==> src/motorPwm_defs.svh <==
`ifndef MOTOR_PWM_DEFS_SVH
`define MOTOR_PWM_DEFS_SVH

// demand sums, pulse counters and loss values
`define POS_W 16
// pwm period length and amplitude
`define LEN_W 12
// cycle counter inside one step
`define CNT_W 15
// step number
`define STEP_W 4

// twelve steps make one electrical cycle
`define STEP_COUNT 12
// shortest pulse the MOSFET driver can follow, in clk cycles
`define PWM_MIN 32
`define PHASE_COUNT 3
// step distance between neighbouring phases
`define PHASE_OFFSET 4

`endif

==> src/motorStepPkg.sv <==
package motorStepPkg;

    // sequencer state
    // idle keeps the step counter parked at zero
    typedef enum logic [0:0] {
        SEQ_IDLE,
        SEQ_RUN
    } seqStateT;

    // phase identifiers, also used as array index
    // for the per-phase wires at the top level
    typedef enum logic [1:0] {
        PHASE_A,
        PHASE_B,
        PHASE_C
    } phaseIdT;

endpackage

==> src/pwmLoadPkg.sv <==
package pwmLoadPkg;

    // what happens to the carried-over demand register
    typedef enum logic [1:0] {
        REMAIN_HOLD,
        REMAIN_ADD,
        REMAIN_ZERO
    } remainLoadT;

    // what happens to the pulse length counter
    typedef enum logic [1:0] {
        PULSE_HOLD,
        PULSE_DEC,
        PULSE_LOAD,
        PULSE_ZERO
    } pulseLoadT;

    // remainder and pulse opcodes are decoded together
    // once per cycle inside each phase generator
    // a load always overrides a decrement in flight

endpackage

==> src/stepSequencer.sv <==
`include "motorPwm_defs.svh"

module stepSequencer (
    input  logic               clk,
    input  logic               reset,
    input  logic               run,
    input  logic [`LEN_W-1:0]  pwmLenWant,
    input  logic [1:0]         stepSplitMax,
    output logic [`STEP_W-1:0] sgStep,
    output logic               pwmActive,
    output logic               cntFirst1,
    output logic               cntFirst2,
    output logic               cntLast2,
    output logic               cntLast1
);
    import motorStepPkg::*;

    seqStateT           state;
    logic [`CNT_W-1:0]  cnt;
    logic [`CNT_W-1:0]  stepLen;
    logic [`CNT_W-1:0]  stepEnd;
    logic               running;

    // step length is the pwm period times 1, 2, 4 or 8
    assign stepLen = {{(`CNT_W - `LEN_W){1'b0}}, pwmLenWant} << stepSplitMax;
    assign stepEnd = stepLen - `CNT_W'(1);

    assign running   = (state == SEQ_RUN);
    assign pwmActive = running;

    // step boundary strobes, only while running
    assign cntFirst1 = running && (cnt == `CNT_W'(0));
    assign cntFirst2 = running && (cnt == `CNT_W'(1));
    assign cntLast2  = running && (cnt == stepLen - `CNT_W'(2));
    assign cntLast1  = running && (cnt == stepEnd);

    always_ff @(posedge clk) begin
        if (reset) begin
            state  <= SEQ_IDLE;
            cnt    <= '0;
            sgStep <= '0;
        end else if (!run) begin
            // stopping always restarts from step 0
            state  <= SEQ_IDLE;
            cnt    <= '0;
            sgStep <= '0;
        end else if (state == SEQ_IDLE) begin
            state <= SEQ_RUN;
            cnt   <= '0;
        end else begin
            if (cnt == stepEnd) begin
                cnt <= '0;
                // wrap after the last step of the electrical cycle
                if (sgStep == `STEP_W'(`STEP_COUNT - 1)) begin
                    sgStep <= '0;
                end else begin
                    sgStep <= sgStep + `STEP_W'(1);
                end
            end else begin
                cnt <= cnt + `CNT_W'(1);
            end
        end
    end

endmodule

==> src/phaseLenTable.sv <==
`include "motorPwm_defs.svh"

module phaseLenTable (
    input  logic [`STEP_W-1:0] sgStep,
    input  logic [`LEN_W-1:0]  amplitude,
    output logic [`POS_W-1:0]  lenPosA,
    output logic [`POS_W-1:0]  lenPosB,
    output logic [`POS_W-1:0]  lenPosC
);
    import motorStepPkg::*;

    // trapezoid: ramp up over 4 steps, flat for 3, ramp down, 2 off
    function automatic logic [2:0] weightAt(input int idx);
        case (idx)
            1, 9:    weightAt = 3'd1;
            2, 8:    weightAt = 3'd2;
            3, 7:    weightAt = 3'd3;
            4, 5, 6: weightAt = 3'd4;
            default: weightAt = 3'd0;
        endcase
    endfunction

    function automatic logic [`POS_W-1:0] phaseDemand(input phaseIdT phase);
        int                idx;
        logic [`LEN_W+2:0] product;
        idx = int'(sgStep) + `PHASE_OFFSET * int'(phase);
        // sgStep never exceeds 11, so one subtraction is enough
        if (idx >= `STEP_COUNT) begin
            idx = idx - `STEP_COUNT;
        end
        product = amplitude * weightAt(idx);
        // full weight 4 gives back the plain amplitude
        phaseDemand = `POS_W'(product >> 2);
    endfunction

    assign lenPosA = phaseDemand(PHASE_A);
    assign lenPosB = phaseDemand(PHASE_B);
    assign lenPosC = phaseDemand(PHASE_C);

endmodule

==> src/pwmPhaseGen.sv <==
`include "motorPwm_defs.svh"

module pwmPhaseGen (
    input  logic              clk,
    input  logic              reset,
    input  logic              pwmActive,
    input  logic [`POS_W-1:0] lenPos,
    input  logic [`LEN_W-1:0] pwmLenWant,
    input  logic              cntFirst1,
    input  logic              cntLast2,
    input  logic              cntLast1,
    output logic              pwm,
    output logic [`POS_W-1:0] posLost
);
    import pwmLoadPkg::*;

    logic [`LEN_W-1:0] periodCnt;
    logic              periodEnd;

    logic [`POS_W-1:0] remain;
    logic [`POS_W-1:0] pulseCnt;
    logic [`POS_W-1:0] sum;
    logic              reachMin;

    remainLoadT        remainOp;
    pulseLoadT         pulseOp;

    logic [`POS_W-1:0] wantAcc;
    logic [`POS_W-1:0] realAcc;

    // pwm period counter, counts down to 1 and reloads
    // also realigned to the step grid on cntLast1
    always_ff @(posedge clk) begin
        if (reset) begin
            periodCnt <= pwmLenWant;
        end else if (!pwmActive || cntLast1 || periodCnt == `LEN_W'(1)) begin
            periodCnt <= pwmLenWant;
        end else begin
            periodCnt <= periodCnt - `LEN_W'(1);
        end
    end

    assign periodEnd = pwmActive && (periodCnt == `LEN_W'(1));

    // demand carried so far plus this period's share
    assign sum      = remain + lenPos;
    assign reachMin = (sum >= `POS_W'(`PWM_MIN));

    always_comb begin
        remainOp = REMAIN_HOLD;
        pulseOp  = PULSE_HOLD;
        if (pulseCnt != '0) begin
            pulseOp = PULSE_DEC;
        end
        if (periodEnd) begin
            if (reachMin) begin
                // fire now, this may cut short a pulse still running
                pulseOp  = PULSE_LOAD;
                remainOp = REMAIN_ZERO;
            end else begin
                // too short for the driver, carry it over
                remainOp = REMAIN_ADD;
            end
        end
        if (!pwmActive) begin
            pulseOp  = PULSE_ZERO;
            remainOp = REMAIN_ZERO;
        end
    end

    always_ff @(posedge clk) begin
        if (reset) begin
            remain <= '0;
        end else begin
            case (remainOp)
                REMAIN_ADD:  remain <= sum;
                REMAIN_ZERO: remain <= '0;
                default:     remain <= remain;
            endcase
        end
    end

    always_ff @(posedge clk) begin
        if (reset) begin
            pulseCnt <= '0;
        end else begin
            case (pulseOp)
                PULSE_DEC:  pulseCnt <= pulseCnt - `POS_W'(1);
                PULSE_LOAD: pulseCnt <= sum;
                PULSE_ZERO: pulseCnt <= '0;
                default:    pulseCnt <= pulseCnt;
            endcase
        end
    end

    assign pwm = (pulseCnt != '0);

    // per-step bookkeeping of wanted versus delivered high time
    always_ff @(posedge clk) begin
        if (reset) begin
            wantAcc <= '0;
            realAcc <= '0;
        end else if (cntFirst1) begin
            wantAcc <= '0;
            realAcc <= '0;
        end else begin
            if (periodEnd) begin
                wantAcc <= wantAcc + lenPos;
            end
            if (pwm) begin
                realAcc <= realAcc + `POS_W'(1);
            end
        end
    end

    // loss is sampled one cycle before the step ends
    always_ff @(posedge clk) begin
        if (reset) begin
            posLost <= '0;
        end else if (cntLast2) begin
            if (wantAcc >= realAcc) begin
                posLost <= wantAcc - realAcc;
            end else begin
                posLost <= realAcc - wantAcc;
            end
        end
    end

endmodule

==> src/motorPwmTop.sv <==
`include "motorPwm_defs.svh"

module motorPwmTop (
    input  logic                    clk,
    input  logic                    reset,
    input  logic                    run,
    input  logic [`LEN_W-1:0]       pwmLenWant,
    input  logic [1:0]              stepSplitMax,
    input  logic [`LEN_W-1:0]       amplitude,
    output logic [`PHASE_COUNT-1:0] pwm,
    output logic [`POS_W-1:0]       posLostA,
    output logic [`POS_W-1:0]       posLostB,
    output logic [`POS_W-1:0]       posLostC,
    output logic [`STEP_W-1:0]      sgStep,
    output logic                    pwmActive
);
    import motorStepPkg::*;

    logic              cntFirst1;
    logic              cntLast2;
    logic              cntLast1;

    // per-phase demand indexed by phase id
    logic [`POS_W-1:0] lenPos [`PHASE_COUNT];

    stepSequencer stepSequencer_i (
        .clk          (clk),
        .reset        (reset),
        .run          (run),
        .pwmLenWant   (pwmLenWant),
        .stepSplitMax (stepSplitMax),
        .sgStep       (sgStep),
        .pwmActive    (pwmActive),
        .cntFirst1    (cntFirst1),
        .cntFirst2    (),
        .cntLast2     (cntLast2),
        .cntLast1     (cntLast1)
    );

    phaseLenTable phaseLenTable_i (
        .sgStep    (sgStep),
        .amplitude (amplitude),
        .lenPosA   (lenPos[PHASE_A]),
        .lenPosB   (lenPos[PHASE_B]),
        .lenPosC   (lenPos[PHASE_C])
    );

    pwmPhaseGen phaseGenA (
        .clk (clk), .reset (reset), .pwmActive (pwmActive),
        .lenPos (lenPos[PHASE_A]), .pwmLenWant (pwmLenWant),
        .cntFirst1 (cntFirst1), .cntLast2 (cntLast2), .cntLast1 (cntLast1),
        .pwm (pwm[PHASE_A]), .posLost (posLostA)
    );

    pwmPhaseGen phaseGenB (
        .clk (clk), .reset (reset), .pwmActive (pwmActive),
        .lenPos (lenPos[PHASE_B]), .pwmLenWant (pwmLenWant),
        .cntFirst1 (cntFirst1), .cntLast2 (cntLast2), .cntLast1 (cntLast1),
        .pwm (pwm[PHASE_B]), .posLost (posLostB)
    );

    pwmPhaseGen phaseGenC (
        .clk (clk), .reset (reset), .pwmActive (pwmActive),
        .lenPos (lenPos[PHASE_C]), .pwmLenWant (pwmLenWant),
        .cntFirst1 (cntFirst1), .cntLast2 (cntLast2), .cntLast1 (cntLast1),
        .pwm (pwm[PHASE_C]), .posLost (posLostC)
    );

endmodule

==> config.mk <==
export PLATFORM = sky130hd
export DESIGN_NAME = motorPwmTop
export DESIGN_NICKNAME = d
export VERILOG_FILES = /design/src/motorStepPkg.sv /design/src/pwmLoadPkg.sv /design/src/stepSequencer.sv /design/src/phaseLenTable.sv /design/src/pwmPhaseGen.sv /design/src/motorPwmTop.sv
export VERILOG_INCLUDE_DIRS = /design/src
export SDC_FILE = /design/constraint.sdc
export NUM_CORES = 1
export LEC_CHECK = 0
export ABC_AREA = 1
export ABC_CLOCK_PERIOD_IN_PS = 7800
export BUFFER_PORTS_ARGS = -buffer_cell sky130_fd_sc_hd__buf_4
export CORE_UTILIZATION = 25
export CTS_CLUSTER_DIAMETER = 30
export CTS_CLUSTER_SIZE = 14
export DETAILED_ROUTE_END_ITERATION = 8
export PLACE_DENSITY = 0.4
export SYNTH_ARGS = -nofsm -noshare
export SYNTH_HDL_FRONTEND = slang
export SYNTH_SLANG_ARGS = --single-unit
==> constraint.sdc <==
create_clock -name clk -period 7.8 [get_ports clk]
set_input_delay 0.39 -clock clk [delete_from_list [all_inputs] [get_ports clk]]
set_output_delay 0.39 -clock clk [all_outputs]
set_load 0.05 [all_outputs]
==> run metrics <==
hold depth=3; reg2reg path depth=36; Synth cell types=56; Layout area overhead=20.5%; Final nets=4683; setup TNS=0 ns; Post-DP Area=0.0291 mm²; Power Dens Cells=210 mW/mm²; first-pass GRT wire length=138000 µm; Hold Path End=phaseGenA.periodCnt[5]; clock slew seen by the registers of the worst setup and hold paths=0.04 ns; Clock Skews=between 0.015 and 0.02 ns; Post-DP HPWL=a little under 70000 µm; yosys warns=0; RSZ-0062 raised after global routing=no; CP required=8.36 ns; CP startpoint kind=flip-flop; Core ar.=0.107 mm²; TritonCTS clock tree=built; outcome=finished clean; share of cells above drive strength 1=8.70%; grt ovf=0; switching pwr=1.95 mW; combinational power share=16.6%; Detail Route Antenna Nets=0; syn_area_per_cell=roughly 6.3 µm²; Achievable Freq=approximately 0.14 GHz; total leakage power=16.2 nW; die height=331 µm; flip-flop and latch area=0.00593 mm²; mapped cell area=0.0271 mm²; DR WL/cell=roughly 15 µm; Max FO, Critical Path=17; WS Path Type=reg -> reg; Max Cap Viol=0; Critical R2R Capture=phaseGenA.remain[4]; CP peak stage delay=0.46 ns; clock sinks=296; critical path's most frequent cell=nand2_1; Core Rows=120; CTS buffer count=96; EDFF count, synth=0; fin area=0.0326 mm²; sequential cell area fraction in the yosys report=21.9%; Ports=85; Slew @ Worst Pin=0.873 ns; Worst Hold Class=in -> reg; Residual DRC=0; via count=26247; antenna violations before repair=10; port bufs=84; Root Driver=clkbuf_16; Clk pwr share=between 50% and 60%; relative slew slack=between 40% and 50%; crit path DAT=7.56 ns; DR iter-0 viols=between 1000 and 1500; sequential power share=23.5%; r2r startpoint=stepSequencer_i.sgStep[3]; post-layout util=30.5%; Fill cells=around 12000; HP Start=pwmLenWant[5]; Synth Instances=4269; Vias/cell=4.48; Final Hold Viols=0; Sw Ratio=28.4%; RePlAce Congestion=0.845; gr usage total=15.7%; vias in the first global route=25381; maximum VDD drop=0.136 mV; Pins Over Slew Limit=0; Final setup viols=0; Routed WL=86700 µm; Initial Util=roughly a quarter; slowest stage cell, crit path=fa_1; area of the multi-input gates=0.0182 mm²; largest net degree at the start of global routing=57; Worst Setup End Kind=flip-flop; clk buf depth=3; H-tree Lvls=3; drt pass-1 iters=5; clk_lat worst skew=between 0.6 and 0.7 ns; Die Area=0.110 mm²; Synth Flop Type=dfxtp_1; Final Critical Period=7.00 ns; die width=around 330 µm; R2R Setup Slk=between 0.8 and 0.9 ns; Synthesized Nets=~4600; Final period util=89.7%; #FFs+latches synth=296; Synth async-reset ratio=0%; P_int=4.92 mW
cell type report:
type,count,share of cell area (%)
multi-input cells,3227,55.9
flip-flops and latches,296,18.2
clock buffers,137,8.78
inverters,634,7.31
well taps,1403,5.38
repair buffers,113,2.61
clock inverters,42,1.87
diodes,2,0.0153
repair_timing:
item                       CTS  global route
setup buffers                0             0
hold endpoints to repair     2             0
setup endpoints to repair    0            18
resized for setup            0             3
hold buffers                 2             0
cells in the mapped netlist, drive strengths merged (4+ instances only):
cell type | n | area (µm²)
nor4 | 18 | 113
a211oi | 5 | 37.5
mux2i | 6 | 60.1
a21boi | 4 | 30.0
nor3 | 73 | 365
dfxtp | 296 | 5930
o21ai | 194 | 975
nand3 | 346 | 1830
o211ai | 13 | 97.6
o21bai | 16 | 120
a21oi | 359 | 1800
nand2 | 1110 | 4310
nand3b | 18 | 139
a21o | 25 | 188
xor2 | 125 | 1110
nor2 | 442 | 1720
o21a | 16 | 120
fa | 45 | 901
o221ai | 5 | 43.8
xnor2 | 66 | 578
inv | 626 | 2360
clkbuf | 65 | 244
a31oi | 10 | 62.6
ha | 241 | 3020
clkinv | 8 | 30.0
or2 | 7 | 43.8
nand4 | 65 | 407
buf | 47 | 324
power by group through the flow:
stage / clock network, mW / registers [mW] / logic (mW)
after floorplan: 0 / 1.62 / 0.852
after global placement: 0 / 1.64 / 1.15
after detailed placement: 0 / 1.64 / 1.14
after CTS: 4.21 / 1.61 / 1.15
after global routing: 4.29 / 1.62 / 1.30
final: 4.11 / 1.61 / 1.14
placed cells by master (no fill, tap or decap), drive strengths merged, types with 4 or more instances in the layout:
master | netlist | final
clkinv | 8 | 32
nand4 | 65 | 65
inv | 626 | 630
o21a | 16 | 16
a211oi | 5 | 5
nor4 | 18 | 18
o21bai | 16 | 16
a21boi | 4 | 4
a21oi | 359 | 359
clkbuf | 65 | 137
bufinv | 0 | 14
dfxtp | 296 | 296
nand2 | 1110 | 1110
o211ai | 13 | 13
mux2i | 6 | 6
nor3 | 73 | 73
ha | 241 | 241
xor2 | 125 | 125
buf | 47 | 111
o221ai | 5 | 5
nor2 | 442 | 442
nand3b | 18 | 18
a31oi | 10 | 10
xnor2 | 66 | 66
o21ai | 194 | 194
nand3 | 346 | 346
a21o | 25 | 25
fa | 45 | 45
or2 | 7 | 7
logic make-up (layout without fill, tap and decap cells):
family                     after synthesis  after routing  share of synthesized area (%)
buffers and inverters                  746            926                           10.9
and+or+nand+nor                       2087           2087                           33.2
AOI/OAI and AO/OA                      657            657                           13.1
adders and majority gates              286            286                           14.5
xor gates and xnor gates               191            191                           6.23
muxes                                    6              6                          0.222
other                                    0              2                              0
DFF                                    296            296                           21.9
critical path, delay by kind of cell, from the launching register on:
family / cells / cell delay (ns)
AOI/OAI and AO/OA: 11 / 1.96
adders and majority gates: 6 / 1.97
buffers and inverters: 6 / 0.86
DFF: 1 / 0.44
and+or+nand+nor: 13 / 1.68
stage by stage:
| stage | total power [mW] | std cells | hold WS [ns] | setup WS, ns |
|---|---|---|---|---|
| final | 6.87 | 5854 | 0.0608 | 0.804 |
| after global routing | 7.21 | 5853 | 0.0483 | 0.0256 |
| after CTS | 6.98 | 5852 | 0.0170 | 0.590 |
| after detailed placement | 2.78 | 5671 | 0.457 | 0.623 |
| after global placement | 2.79 | 5671 | 0.453 | 0.757 |
| after floorplan | 2.48 | 4269 | 0.426 | 0.646 |
routing by layer:
layer	wire length, µm	part of all wire (%)	global-route usage [%]	vias to the layer above
li1	-	-	-	13976
met1	44900	52	22.4	11714
met2	35800	41	23.7	398
met3	4070	4.7	3.40	145
met4	1870	2.2	4.16	14
met5	83	0.096	0	-
worst max path at each step:
stage               slack, ns  cells past startpoint              endpoint                 startpoint
floorplan                0.65                     40  phaseGenB.remain[10]  stepSequencer_i.sgStep[2]
global placement         0.76                     36   phaseGenA.remain[4]  stepSequencer_i.sgStep[3]
detailed placement       0.62                     36   phaseGenA.remain[2]  stepSequencer_i.sgStep[3]
CTS                      0.59                     36   phaseGenA.remain[4]  stepSequencer_i.sgStep[3]
global route             0.03                     36   phaseGenA.remain[2]  stepSequencer_i.sgStep[2]
finish                   0.80                     36   phaseGenA.remain[4]  stepSequencer_i.sgStep[3]
No activity file was read; power rests on OpenSTA's default activity.
